**config.mk**
```make
export PLATFORM = sky130hd
export DESIGN_NAME = tilemap_top
export DESIGN_NICKNAME = d
export VERILOG_FILES = /design/src/logic/tilemap_pkg.sv /design/src/logic/bg_layer.sv /design/src/logic/cpu_port.sv /design/src/logic/priority_mixer.sv /design/src/logic/rom_fetcher.sv /design/src/logic/slot_sequencer.sv /design/src/logic/tilemap_top.sv
export VERILOG_INCLUDE_DIRS = /design/src /design/src/logic
export SDC_FILE = /design/constraint.sdc
export NUM_CORES = 2
export LEC_CHECK = 0
export BUFFER_PORTS_ARGS = -buffer_cell sky130_fd_sc_hd__clkbuf_2
export CORE_ASPECT_RATIO = 0.7
export CORE_UTILIZATION = 57
export DETAILED_ROUTE_END_ITERATION = 8
export GPL_TIMING_DRIVEN = 0
export PLACE_DENSITY_LB_ADDON = 0.15
export SYNTH_ARGS = -nofsm -noshare
export SYNTH_HDL_FRONTEND = slang
export SYNTH_SLANG_ARGS = --single-unit
```
**constraint.sdc**
```tcl
create_clock -name clk -period 5.8 [get_ports clk]
set_clock_uncertainty 0.05 [all_clocks]
set_input_delay 1.74 -clock clk [delete_from_list [all_inputs] [get_ports clk]]
set_output_delay 1.74 -clock clk [all_outputs]
set_load 0.05 [all_outputs]
```
**src/logic/tilemap_consts.svh**
```systemverilog
/*
 * Tilemap core constants
 * Slot schedule lengths, attribute map layout in video RAM,
 * control register map and per-layer fetch read-ahead
 */
`ifndef TILEMAP_CONSTS_SVH
`define TILEMAP_CONSTS_SVH

`define SCP_NUM_LAYERS      4

// Slot schedule
`define SCP_START_SLOTS     4
`define SCP_LINE_SLOTS      10

// Byte distance between layer attribute maps
`define SCP_BG_RAM_STEP     16'h1000

// Control register bases
`define SCP_REG_XSCROLL     0
`define SCP_REG_YSCROLL     4
`define SCP_REG_LAYER_CTRL  15

// Fetch lead over draw, in pixels
`define SCP_READAHEAD_BASE  32
`define SCP_READAHEAD_STEP  4

`endif

```
**src/logic/tilemap_pkg.sv**
```systemverilog
/*
 * Tilemap core types
 * Slot states, tile attribute layout and CPU address decode
 */
`default_nettype none

package tilemap_pkg;

    typedef enum logic [4:0] {
        SLOT_START0 = 5'd0,
        SLOT_START1,
        SLOT_START2,
        SLOT_START3,
        SLOT_CPU_A,
        SLOT_BG0_ATTR_HI,
        SLOT_BG0_ATTR_LO,
        SLOT_BG1_ATTR_HI,
        SLOT_BG1_ATTR_LO,
        SLOT_CPU_B,
        SLOT_BG2_ATTR_HI,
        SLOT_BG2_ATTR_LO,
        SLOT_BG3_ATTR_HI,
        SLOT_BG3_ATTR_LO
    } slot_t;

    // High RAM word first, then the low one
    typedef struct packed {
        logic        yflip;
        logic        xflip;
        logic [5:0]  rsvd;
        logic [7:0]  color;
        logic [15:0] code;
    } tile_attr_t;

    typedef union packed {
        struct packed {
            logic        sel;       // Set for control registers
            logic [10:0] pad;
            logic [4:0]  index;
            logic        byte_lsb;
        } ctrl;
        struct packed {
            logic [1:0]  upper;
            logic [14:0] word;
            logic        byte_lsb;
        } ram;
    } cpu_addr_t;

endpackage

`default_nettype wire

```
**src/logic/bg_layer.sv**
```systemverilog
/*
 * Background layer
 * Scrolled fetch and draw X counters, line counter for Y and a
 * four-tile line buffer tapped by the draw counter
 */
`timescale 1ns/1ps
`default_nettype none

module bg_layer
    import tilemap_pkg::*;
#(
    parameter int READAHEAD = 32
) (
    input  logic        clk,
    input  logic        reset,
    input  logic        ce,
    input  logic        line_strobe,
    input  logic        frame_strobe,
    input  logic [8:0]  x_scroll,
    input  logic [8:0]  y_scroll,
    input  logic        load,
    input  logic [1:0]  load_index,
    input  logic [63:0] load_data,
    input  tile_attr_t  load_attr,
    output logic [8:0]  fetch_x,
    output logic [8:0]  y,
    output logic [11:0] dot
);

    logic [8:0]  draw_x;
    logic [8:0]  line_cnt;
    logic [7:0]  lead_cnt;
    logic [7:0]  color_buf [4];
    logic [63:0] pixel_buf [4];

    assign y = line_cnt + y_scroll;

    always_ff @(posedge clk) begin
        if (reset) begin
            fetch_x <= '0;
            draw_x <= '0;
            line_cnt <= '0;
            lead_cnt <= '0;
        end else if (ce) begin
            fetch_x <= fetch_x + 9'd1;
            if (lead_cnt == 8'(READAHEAD)) begin
                draw_x <= draw_x + 9'd1;
            end else begin
                lead_cnt <= lead_cnt + 8'd1;    // Draw holds until fetch is ahead
            end

            if (line_strobe) begin
                fetch_x <= x_scroll;
                draw_x <= x_scroll;
                lead_cnt <= '0;
                line_cnt <= line_cnt + 9'd1;
            end
            if (frame_strobe) begin
                line_cnt <= '1;     // First line strobe brings it to 0
            end
        end
    end

    always_ff @(posedge clk) begin
        if (load) begin
            color_buf[load_index] <= load_attr.color;
            if (load_attr.xflip) begin
                for (int i = 0; i < 16; i++) begin
                    pixel_buf[load_index][4 * (15 - i) +: 4] <= load_data[4 * i +: 4];
                end
            end else begin
                pixel_buf[load_index] <= load_data;
            end
        end
    end

    assign dot = {color_buf[draw_x[5:4]], pixel_buf[draw_x[5:4]][{draw_x[3:0], 2'b00} +: 4]};

endmodule

`default_nettype wire

```
**src/logic/cpu_port.sv**
```systemverilog
/*
 * CPU port
 * Decodes 68000-style accesses into the control register file or
 * pending video RAM accesses, and answers with DTACK
 */
`timescale 1ns/1ps
`default_nettype none
`include "tilemap_consts.svh"

module cpu_port
    import tilemap_pkg::*;
(
    input  logic        clk,
    input  logic        reset,
    input  logic        ce,
    input  cpu_addr_t   va,
    input  logic [15:0] vd_in,
    input  logic        uds_n,
    input  logic        lds_n,
    input  logic        cs_n,
    input  logic        rw,
    input  logic        cpu_done,
    input  logic [15:0] ram_rdata,
    output logic [15:0] vd_out,
    output logic        dtack_n,
    output logic        cpu_grant_req,
    output logic [8:0]  x_scroll [`SCP_NUM_LAYERS],
    output logic [8:0]  y_scroll [`SCP_NUM_LAYERS],
    output logic [2:0]  layer_prio
);

    localparam int NUM_REGS = 32;

    logic [15:0] ctrl [NUM_REGS];
    logic        prev_cs_n;
    logic        cs_fall;
    logic        pending;

    assign cs_fall = prev_cs_n & ~cs_n;
    assign cpu_grant_req = pending;
    assign layer_prio = ctrl[`SCP_REG_LAYER_CTRL][4:2];

    always_comb begin
        for (int i = 0; i < `SCP_NUM_LAYERS; i++) begin
            x_scroll[i] = ctrl[`SCP_REG_XSCROLL + i][8:0];
            y_scroll[i] = ctrl[`SCP_REG_YSCROLL + i][8:0];
        end
    end

    always_ff @(posedge clk) begin
        if (reset) begin
            for (int i = 0; i < NUM_REGS; i++) begin
                ctrl[i] <= '0;
            end
            prev_cs_n <= 1'b1;
            dtack_n <= 1'b1;
            pending <= 1'b0;
        end else if (ce) begin
            prev_cs_n <= cs_n;
            if (cs_fall) begin
                if (va.ctrl.sel) begin
                    if (!rw) begin
                        if (!uds_n) ctrl[va.ctrl.index][15:8] <= vd_in[15:8];
                        if (!lds_n) ctrl[va.ctrl.index][7:0] <= vd_in[7:0];
                    end
                    dtack_n <= 1'b0;
                end else begin
                    pending <= 1'b1;    // Wait for a CPU slot
                end
            end else if (cs_n) begin
                dtack_n <= 1'b1;
            end

            if (cpu_done) begin
                pending <= 1'b0;
                dtack_n <= 1'b0;
            end
        end
    end

    always_ff @(posedge clk) begin
        if (ce) begin
            if (cs_fall && va.ctrl.sel && rw) begin
                vd_out <= ctrl[va.ctrl.index];
            end else if (cpu_done && rw) begin
                vd_out <= ram_rdata;
            end
        end
    end

    // Sequencer only completes accesses that were asked for
    assert property (@(posedge clk) disable iff (reset) cpu_done |-> pending)
        else $error("cpu_done without a pending RAM access");

endmodule

`default_nettype wire

```
**src/logic/priority_mixer.sv**
```systemverilog
/*
 * Priority mixer
 * Orders the layers by the priority field and registers the
 * front-most opaque pixel with its layer number
 */
`timescale 1ns/1ps
`default_nettype none
`include "tilemap_consts.svh"

module priority_mixer (
    input  logic        clk,
    input  logic        ce,
    input  logic [2:0]  layer_prio,
    input  logic [11:0] dot [`SCP_NUM_LAYERS],
    output logic [14:0] sd
);

    logic [14:0] prio_dot [`SCP_NUM_LAYERS];
    logic [1:0]  pos;

    always_comb begin
        prio_dot = '{default: '0};
        for (int n = 0; n < `SCP_NUM_LAYERS; n++) begin
            pos = (layer_prio[1:0] + 2'(n)) ^ ~{2{layer_prio[2]}};
            prio_dot[pos] = {3'(n + 1), dot[n]};
        end
    end

    // Back position is the fallback, front one wins
    always_ff @(posedge clk) begin
        if (ce) begin
            sd <= prio_dot[`SCP_NUM_LAYERS - 1];
            for (int p = `SCP_NUM_LAYERS - 2; p >= 0; p--) begin
                if (|prio_dot[p][3:0]) sd <= prio_dot[p];
            end
        end
    end

endmodule

`default_nettype wire

```
**src/logic/rom_fetcher.sv**
```systemverilog
/*
 * Tile ROM fetcher
 * Serves the layers' toggle requests one at a time over the ROM
 * toggle handshake. Tile code zero is blank and skips the ROM
 */
`timescale 1ns/1ps
`default_nettype none
`include "tilemap_consts.svh"

module rom_fetcher
    import tilemap_pkg::*;
(
    input  logic        clk,
    input  logic        reset,
    input  logic        tile_req [`SCP_NUM_LAYERS],
    input  tile_attr_t  attr [`SCP_NUM_LAYERS],
    input  logic [8:0]  layer_y [`SCP_NUM_LAYERS],
    input  logic [63:0] rom_data,
    input  logic        rom_ack,
    output logic [22:0] rom_address,
    output logic        rom_req,
    output logic        load [`SCP_NUM_LAYERS],
    output logic [63:0] load_data
);

    logic tile_ack [`SCP_NUM_LAYERS];
    logic req_active;
    logic [$clog2(`SCP_NUM_LAYERS)-1:0] req_index;

    always_ff @(posedge clk) begin : fetch
        logic found;

        found = 1'b0;
        if (reset) begin
            rom_req <= 1'b0;
            req_active <= 1'b0;
            for (int i = 0; i < `SCP_NUM_LAYERS; i++) begin
                tile_ack[i] <= 1'b0;
                load[i] <= 1'b0;
            end
        end else begin
            for (int i = 0; i < `SCP_NUM_LAYERS; i++) begin
                load[i] <= 1'b0;
            end

            if (req_active) begin
                if (rom_ack == rom_req) begin
                    load[req_index] <= 1'b1;
                    load_data <= rom_data;
                    tile_ack[req_index] <= tile_req[req_index];  // Merges a repeat
                    req_active <= 1'b0;
                end
            end else begin
                for (int i = 0; i < `SCP_NUM_LAYERS; i++) begin
                    if (!found && tile_req[i] != tile_ack[i]) begin
                        found = 1'b1;
                        if (attr[i].code != 16'd0) begin
                            rom_address <= {attr[i].code,
                                            layer_y[i][3:0] ^ {4{attr[i].yflip}}, 3'b000};
                            rom_req <= ~rom_req;
                            req_active <= 1'b1;
                            req_index <= ($clog2(`SCP_NUM_LAYERS))'(i);
                        end else begin
                            tile_ack[i] <= tile_req[i];
                            load[i] <= 1'b1;
                            load_data <= '0;    // Blank tile
                        end
                    end
                end
            end
        end
    end

    // One ROM fetch in flight
    assert property (@(posedge clk) disable iff (reset) req_active |=> $stable(rom_req))
        else $error("ROM request started while one is active");

endmodule

`default_nettype wire

```
**src/logic/slot_sequencer.sv**
```systemverilog
/*
 * Slot sequencer
 * Runs the per-line video RAM schedule: idle start slots, then a
 * repeating cycle of two CPU slots and two attribute reads per layer.
 * Captures tile attributes, requests tile fetches and makes the
 * line and frame strobes
 */
`timescale 1ns/1ps
`default_nettype none
`include "tilemap_consts.svh"

module slot_sequencer
    import tilemap_pkg::*;
(
    input  logic        clk,
    input  logic        reset,
    input  logic        ce,
    input  logic        hld_n,
    input  logic        vld_n,
    input  logic        cpu_grant_req,
    input  logic [14:0] cpu_addr,
    input  logic [15:0] cpu_wdata,
    input  logic        cpu_rw,
    input  logic        cpu_uds_n,
    input  logic        cpu_lds_n,
    input  logic [15:0] ram_rdata,
    input  logic [8:0]  layer_fetch_x [`SCP_NUM_LAYERS],
    input  logic [8:0]  layer_y [`SCP_NUM_LAYERS],
    output logic [14:0] ram_addr,
    output logic [15:0] ram_wdata,
    output logic        ram_we_hi_n,
    output logic        ram_we_lo_n,
    output logic        cpu_done,
    output tile_attr_t  attr [`SCP_NUM_LAYERS],
    output logic        tile_req [`SCP_NUM_LAYERS],
    output logic [1:0]  load_index [`SCP_NUM_LAYERS],
    output logic        line_strobe,
    output logic        frame_strobe
);

    slot_t       slot;
    slot_t       next_slot;
    slot_t       slot_d;
    logic        prev_hld_n;
    logic        prev_vld_n;
    logic        hld_fall;
    logic        cpu_slot;
    logic        cpu_active;
    logic        attr_slot;
    logic        attr_lo;
    logic [1:0]  slot_layer;
    logic [8:0]  x_lat;
    logic [8:0]  x_sel;
    logic [15:0] attr_byte_addr;

    assign hld_fall = prev_hld_n & ~hld_n;
    assign cpu_slot = (slot == SLOT_CPU_A) || (slot == SLOT_CPU_B);
    assign cpu_done = cpu_slot & cpu_active;

    always_comb begin
        if (slot == slot_t'(`SCP_START_SLOTS + `SCP_LINE_SLOTS - 1)) begin
            next_slot = slot_t'(`SCP_START_SLOTS);   // Back to CPU_A
        end else begin
            next_slot = slot_t'(slot + 5'd1);
        end
        slot_d = hld_fall ? SLOT_START0 : next_slot;
    end

    always_comb begin
        attr_slot = 1'b1;
        slot_layer = 2'd0;
        unique case (slot)
            SLOT_BG0_ATTR_HI, SLOT_BG0_ATTR_LO: slot_layer = 2'd0;
            SLOT_BG1_ATTR_HI, SLOT_BG1_ATTR_LO: slot_layer = 2'd1;
            SLOT_BG2_ATTR_HI, SLOT_BG2_ATTR_LO: slot_layer = 2'd2;
            SLOT_BG3_ATTR_HI, SLOT_BG3_ATTR_LO: slot_layer = 2'd3;
            default: attr_slot = 1'b0;
        endcase
    end

    assign attr_lo = slot inside {SLOT_BG0_ATTR_LO, SLOT_BG1_ATTR_LO,
                                  SLOT_BG2_ATTR_LO, SLOT_BG3_ATTR_LO};

    // Low word reuses the X sampled for the high word
    assign x_sel = attr_lo ? x_lat : layer_fetch_x[slot_layer];
    assign attr_byte_addr = 16'(slot_layer) * `SCP_BG_RAM_STEP
                          + {4'd0, layer_y[slot_layer][8:4], x_sel[8:4], attr_lo, 1'b0};

    assign ram_addr = cpu_slot ? cpu_addr : attr_byte_addr[15:1];
    assign ram_wdata = cpu_wdata;
    assign ram_we_hi_n = ~(cpu_done & ~cpu_rw & ~cpu_uds_n);
    assign ram_we_lo_n = ~(cpu_done & ~cpu_rw & ~cpu_lds_n);

    always_ff @(posedge clk) begin
        if (reset) begin
            slot <= SLOT_START0;
            prev_hld_n <= 1'b1;
            prev_vld_n <= 1'b1;
            cpu_active <= 1'b0;
            line_strobe <= 1'b0;
            frame_strobe <= 1'b0;
            for (int i = 0; i < `SCP_NUM_LAYERS; i++) begin
                tile_req[i] <= 1'b0;
            end
        end else if (ce) begin
            prev_hld_n <= hld_n;
            prev_vld_n <= vld_n;
            slot <= slot_d;
            cpu_active <= cpu_grant_req && (slot_d == SLOT_CPU_A || slot_d == SLOT_CPU_B);
            line_strobe <= !hld_fall && (slot == slot_t'(`SCP_START_SLOTS - 1));
            frame_strobe <= prev_vld_n & ~vld_n;
            if (attr_slot && attr_lo) begin
                tile_req[slot_layer] <= ~tile_req[slot_layer];   // Toggle request
            end
        end
    end

    always_ff @(posedge clk) begin
        if (ce && attr_slot) begin
            if (attr_lo) begin
                attr[slot_layer][15:0] <= ram_rdata;
                load_index[slot_layer] <= x_lat[5:4];
            end else begin
                attr[slot_layer][31:16] <= ram_rdata;
                x_lat <= layer_fetch_x[slot_layer];
            end
        end
    end

    assert property (@(posedge clk) disable iff (reset)
        !(ram_we_hi_n && ram_we_lo_n) |-> (slot == SLOT_CPU_A || slot == SLOT_CPU_B))
        else $error("RAM write strobe outside a CPU slot");

endmodule

`default_nettype wire

```
**src/logic/tilemap_top.sv**
```systemverilog
/*
 * Tilemap core top level
 * CPU port and slot sequencer on the input side, four background
 * layers fed by the ROM fetcher, priority mixer on the output
 */
`timescale 1ns/1ps
`default_nettype none
`include "tilemap_consts.svh"

module tilemap_top
    import tilemap_pkg::*;
(
    input  logic        clk,
    input  logic        reset,
    input  logic        ce,
    input  cpu_addr_t   va,
    input  logic [15:0] vd_in,
    input  logic        uds_n,
    input  logic        lds_n,
    input  logic        cs_n,
    input  logic        rw,
    input  logic [15:0] ram_rdata,
    input  logic [63:0] rom_data,
    input  logic        rom_ack,
    input  logic        hld_n,
    input  logic        vld_n,
    output logic [15:0] vd_out,
    output logic        dtack_n,
    output logic [14:0] ram_addr,
    output logic [15:0] ram_wdata,
    output logic        ram_we_hi_n,
    output logic        ram_we_lo_n,
    output logic [22:0] rom_address,
    output logic        rom_req,
    output logic [14:0] sd
);

    logic        cpu_done;
    logic        cpu_grant_req;
    logic [8:0]  x_scroll [`SCP_NUM_LAYERS];
    logic [8:0]  y_scroll [`SCP_NUM_LAYERS];
    logic [2:0]  layer_prio;
    logic [8:0]  fetch_x [`SCP_NUM_LAYERS];
    logic [8:0]  layer_y [`SCP_NUM_LAYERS];
    tile_attr_t  attr [`SCP_NUM_LAYERS];
    logic        tile_req [`SCP_NUM_LAYERS];
    logic [1:0]  load_index [`SCP_NUM_LAYERS];
    logic        load [`SCP_NUM_LAYERS];
    logic [63:0] load_data;
    logic [11:0] dot [`SCP_NUM_LAYERS];
    logic        line_strobe;
    logic        frame_strobe;

    cpu_port u_cpu (
        .clk, .reset, .ce, .va, .vd_in, .uds_n, .lds_n, .cs_n, .rw,
        .cpu_done, .ram_rdata, .vd_out, .dtack_n, .cpu_grant_req,
        .x_scroll, .y_scroll, .layer_prio
    );

    slot_sequencer u_seq (
        .clk, .reset, .ce, .hld_n, .vld_n, .cpu_grant_req,
        .cpu_addr(va.ram.word), .cpu_wdata(vd_in), .cpu_rw(rw),
        .cpu_uds_n(uds_n), .cpu_lds_n(lds_n), .ram_rdata,
        .layer_fetch_x(fetch_x), .layer_y, .ram_addr, .ram_wdata,
        .ram_we_hi_n, .ram_we_lo_n, .cpu_done, .attr, .tile_req,
        .load_index, .line_strobe, .frame_strobe
    );

    for (genvar i = 0; i < `SCP_NUM_LAYERS; i++) begin : g_layer
        bg_layer #(.READAHEAD(`SCP_READAHEAD_BASE + i * `SCP_READAHEAD_STEP)) u_layer (
            .clk, .reset, .ce, .line_strobe, .frame_strobe,
            .x_scroll(x_scroll[i]), .y_scroll(y_scroll[i]),
            .load(load[i]), .load_index(load_index[i]), .load_data,
            .load_attr(attr[i]), .fetch_x(fetch_x[i]), .y(layer_y[i]), .dot(dot[i])
        );
    end

    rom_fetcher u_fetch (
        .clk, .reset, .tile_req, .attr, .layer_y, .rom_data, .rom_ack,
        .rom_address, .rom_req, .load, .load_data
    );

    priority_mixer u_mix (
        .clk, .ce, .layer_prio, .dot, .sd
    );

endmodule

`default_nettype wire

```
==> summary.md <==
| Metric | Value |
|---|---|
| Outcome | `complete, but fails checks` |
| Violations in the final reports | `capacitance limit, slew limit` |
| Synth top area share | `0.617` |
| Core Util, Final | `0.645` |
| EDFF count, synth | `~1.9k` |
| WHS | `around 0.44 ns` |
| H-tree depth | `4` |
| Die footprint | `164000 um2` |
| Worst R2R Start | `g_layer[3].u_layer.draw_x[1]$_SDFFE_PP0P_` |
| Post-DP HPWL | `around 210 mm` |
| CTS Buf Count | `about 190` |
| Top Ports | `about 210` |
| CP max FO | `10` |
| Cell count after placement | `roughly 9k` |
| Final Max Slew Viols | `50` |
| LEAKAGE | `roughly 36 nW` |
| First-pass GRT wire length | `420 mm` |
| Power share of the clock group | `0.397` |
| Hold Crit Class | `register to register` |
| CTS tree | `yes` |
| DRC | `0` |
| DRT Pass-1 Iters | `7` |
| R2R Path End | `u_mix.sd[6]$_DFFE_PP_` |
| CP peak stage delay | `around 0.54 ns` |
| Number of max-cap violations | `6` |
| Pin count of the biggest net entering global routing | `54` |
| Routed WL | `298 mm` |
| Psw | `a little under 8 mW` |
| Post-DRT Antenna Nets | `0` |
| Hold path cells | `2` |
| Flops & latches, synth | `2064` |
| Vias in the first global route | `58.6k` |
| Number of antenna violations at the first check in global routing | `24` |
| R2R depth | `14` |
| Sink Count | `around 2.1k` |
| Tot GR Track Use | `0.360` |
| Hold Crit Start | `u_cpu.prev_cs_n$_SDFFE_PP1P_` |
| Tcrit/Tclk final | `0.986` |
| Power share of the sequential group | `0.522` |
| Main synth FF type | `edfxtp_1` |
| Most frequent cells after synthesis | `1905 x edfxtp_1, 1068 x nand2_1, 544 x and2_1, 430 x nor2_1, 379 x mux4_2` |
| Switching Fraction | `0.244` |
| Post-route cell area | `around 100000 um2` |
| Syn_nets | `6886` |
| Placed Area | `around 97000 um2` |
| Fin. Hold Viols | `0` |
| Worst Hold Path EP | `u_cpu.prev_cs_n$_SDFFE_PP1P_` |
| PwrDens | `~310 nW/um2` |
| Max Fclk | `175 MHz` |
| Power, Total | `around 32 mW` |
| CP required | `between 4 and 5 ns` |
| Ys async rst share | `0` |
| Buf/Inv on CP | `5` |
| Layout cells sized above 1 | `0.165` |
| Final setup fails | `0` |
| CP max-delay cell | `clkbuf_1` |
| Via Count | `approximately 63k` |
| Clock latency on the worst-skew pair | `~0.86 ns` |
| Syn. warnings | `0` |
| CTS max path bufs | `3` |
| Width of the die | `between 400 and 500 um` |
| Cell mode on critical path | `clkbuf_2` |
| Mapped Cells | `approximately 6.7k` |
| Most area-consuming cells after synthesis | `edfxtp_1 62%, mux4_2 9.2%, nand2_1 4.3%, and2_1 3.7%, dfxtp_1 3.4%` |
| Seq/Total Area, Yosys | `0.652` |
| Via density | `~6.6` |
| Clock transition at path regs | `0.06 ns` |
| Overflow after GRT | `0` |
| Setup WS pre-CTS | `-1.63 ns` |
| Worst Setup End Kind | `primary output` |
| IO buf count | `about 200` |
| Synth area leader | `edfxtp_1` |
| Area delta synth->final | `12.0%` |
| CP Cell Sequence | `clkbuf_1 > clkbuf_1 > clkbuf_2 > clkbuf_2 > mux2_2 > clkbuf_2` |
| Final Non-Filler Cells | `between 9k and 10k` |
| R2R Setup Slk | `0.25 ns` |
| Rows | `123` |
| Wire per inst | `about 32 um` |
| Synthesized area | `between 90000 and 100000 um2` |
| Slew margin rel. | `-0.0336` |
| Most frequent cell after synthesis | `edfxtp_1` |
| Worst EP arrival | `between 3 and 4 ns` |
| CORE AREA | `roughly 160000 um2` |
| Min cycle time layout | `between 5 and 6 ns` |
| Tightest Pin Transition | `around 1.6 ns` |
| Synthesized area per cell | `roughly 14 um2` |
| Final setup TNS | `0 ns` |
| GP Congestion | `0.987` |
| Kind of critical path | `input pin to primary output` |
| Cell-internal power | `between 20 and 25 mW` |
| Initial core utilization | `0.576` |
| Starting DRT DRC Count | `9888` |
| CP Launch Type | `input pin` |
| Die Y | `roughly 340 um` |
| Worst setup margin | `0.0830 ns` |
| Peak VDD IR | `between 0.2 and 0.3 mV` |
| CP delay by family, top | `buffers and inverters` |
| Number of library cell types mapped by synthesis | `82` |
| Final net count | `between 7k and 8k` |
| Root buffer cell | `clkbuf_16` |
| Gate power share | `0.081` |
cells in the final DEF (no fill, tap or decap), types with 50 or more instances in the layout:
cell type	Yosys	layout
mux2i_1	177	177
a22oi_1	86	86
ha_1	56	54
clkbuf_16	0	197
or2_2	78	78
and3_1	55	51
clkbuf_1	354	378
buf_2	45	50
nand3_1	69	69
o21ai_0	142	139
edfxtp_1	1905	1905
nor2_1	430	421
mux4_2	379	379
xnor2_1	60	60
clkbuf_2	0	215
dfxtp_1	159	159
a22o_1	105	105
a21oi_1	209	198
nand2_1	1068	1068
and2_1	544	544
worst register-to-register path: cells and delay by family, from the launching register on:
kind | cells | cell delay [ns]
simple gates | 6 | 1.91
flops | 1 | 0.49
buf+inv | 3 | 1.44
compound gates | 5 | 1.45
flip-flops by register name, summed over array words and instances, names as in the netlist, 4 cells and up, named ones only:
signal / cells
u_seq.tile_req: 4
u_fetch.rom_address: 23
g_layer.u_layer.lead_cnt: 32
g_layer.u_layer.color_buf: 128
g_layer.u_layer.line_cnt: 36
u_seq.x_lat: 5
u_fetch.load_data: 64
u_seq.attr: 104
g_layer.u_layer.fetch_x: 36
g_layer.u_layer.pixel_buf: 1024
u_seq.load_index: 8
u_mix.sd: 15
u_fetch.tile_ack: 4
g_layer.u_layer.draw_x: 24
u_cpu.ctrl: 512
u_seq.slot: 5
u_cpu.vd_out: 16
u_fetch.load: 4
kinds of logic after synthesis:
family                     synth area share
AOI/OAI and AO/OA                    0.0615
muxes                                 0.117
and+or+nand+nor                       0.127
DFF                                   0.652
xor gates and xnor gates             0.0101
adders and majority gates           0.00842
buffers and inverters                0.0248
repair_timing:
action,CTS,global route
pin swaps,0,1
endpoints found under the setup margin,599,25
hold buffers,0,0
setup buffers,1,2
gates resized for setup,32,31
worst max-delay path by stage:
| stage | startpoint | to | slack [ns] | cells past startpoint |
|---|---|---|---|---|
| 6_report | va[5] | ram_addr[4] | 0.08 | 6 |
| 5_1_grt | u_cpu.ctrl[5][0]$_SDFFCE_PN0P_ | ram_addr[10] | -0.02 | 14 |
| 4_1_cts | u_seq.slot[0]$_SDFFE_PP0P_ | ram_addr[5] | 0.003 | 10 |
| 3_5_place_dp | va[1] | u_cpu.ctrl[11][8]$_SDFFCE_PN0P_ | -1.63 | 7 |
| 3_3_place_gp | rom_ack | u_fetch.load_data[47]$_DFFE_PP_ | -1.80 | 4 |
| 2_1_floorplan | va[1] | ram_addr[0] | 0.07 | 6 |
final cells by class:
cell class / count / area, um2
sequential: 2064 / 60400
fill: 11700 / 57100
multi-input combinational: 4092 / 30300
clock buffer: 246 / 5240
tap: 2125 / 2660
buffer: 494 / 2180
timing repair buffer: 252 / 1890
clock inverter: 117 / 1020
inverter: 49 / 184
antenna: 14 / 35.0
routing by layer:
| metal | track usage | wire (um) | up-vias |
|---|---|---|---|
| met5 | 0 | 158 | - |
| met4 | 0.123 | 10600 | 16 |
| met3 | 0.134 | 47400 | 658 |
| met2 | 0.493 | 124000 | 4635 |
| met1 | 0.530 | 116000 | 31400 |
| li1 | - | - | 26000 |
power by group through the flow:
stage | Sequential (mW) | Clock (mW) | Combinational, mW
detailed placement | 17.2 | 0 | 2.48
finish | 16.8 | 12.8 | 2.61
global route | 16.9 | 13.3 | 2.69
global placement | 17.2 | 0 | 2.41
CTS | 16.8 | 12.8 | 2.49
floorplan | 17.2 | 0 | 1.26
Power figures use the tool's default switching activity.
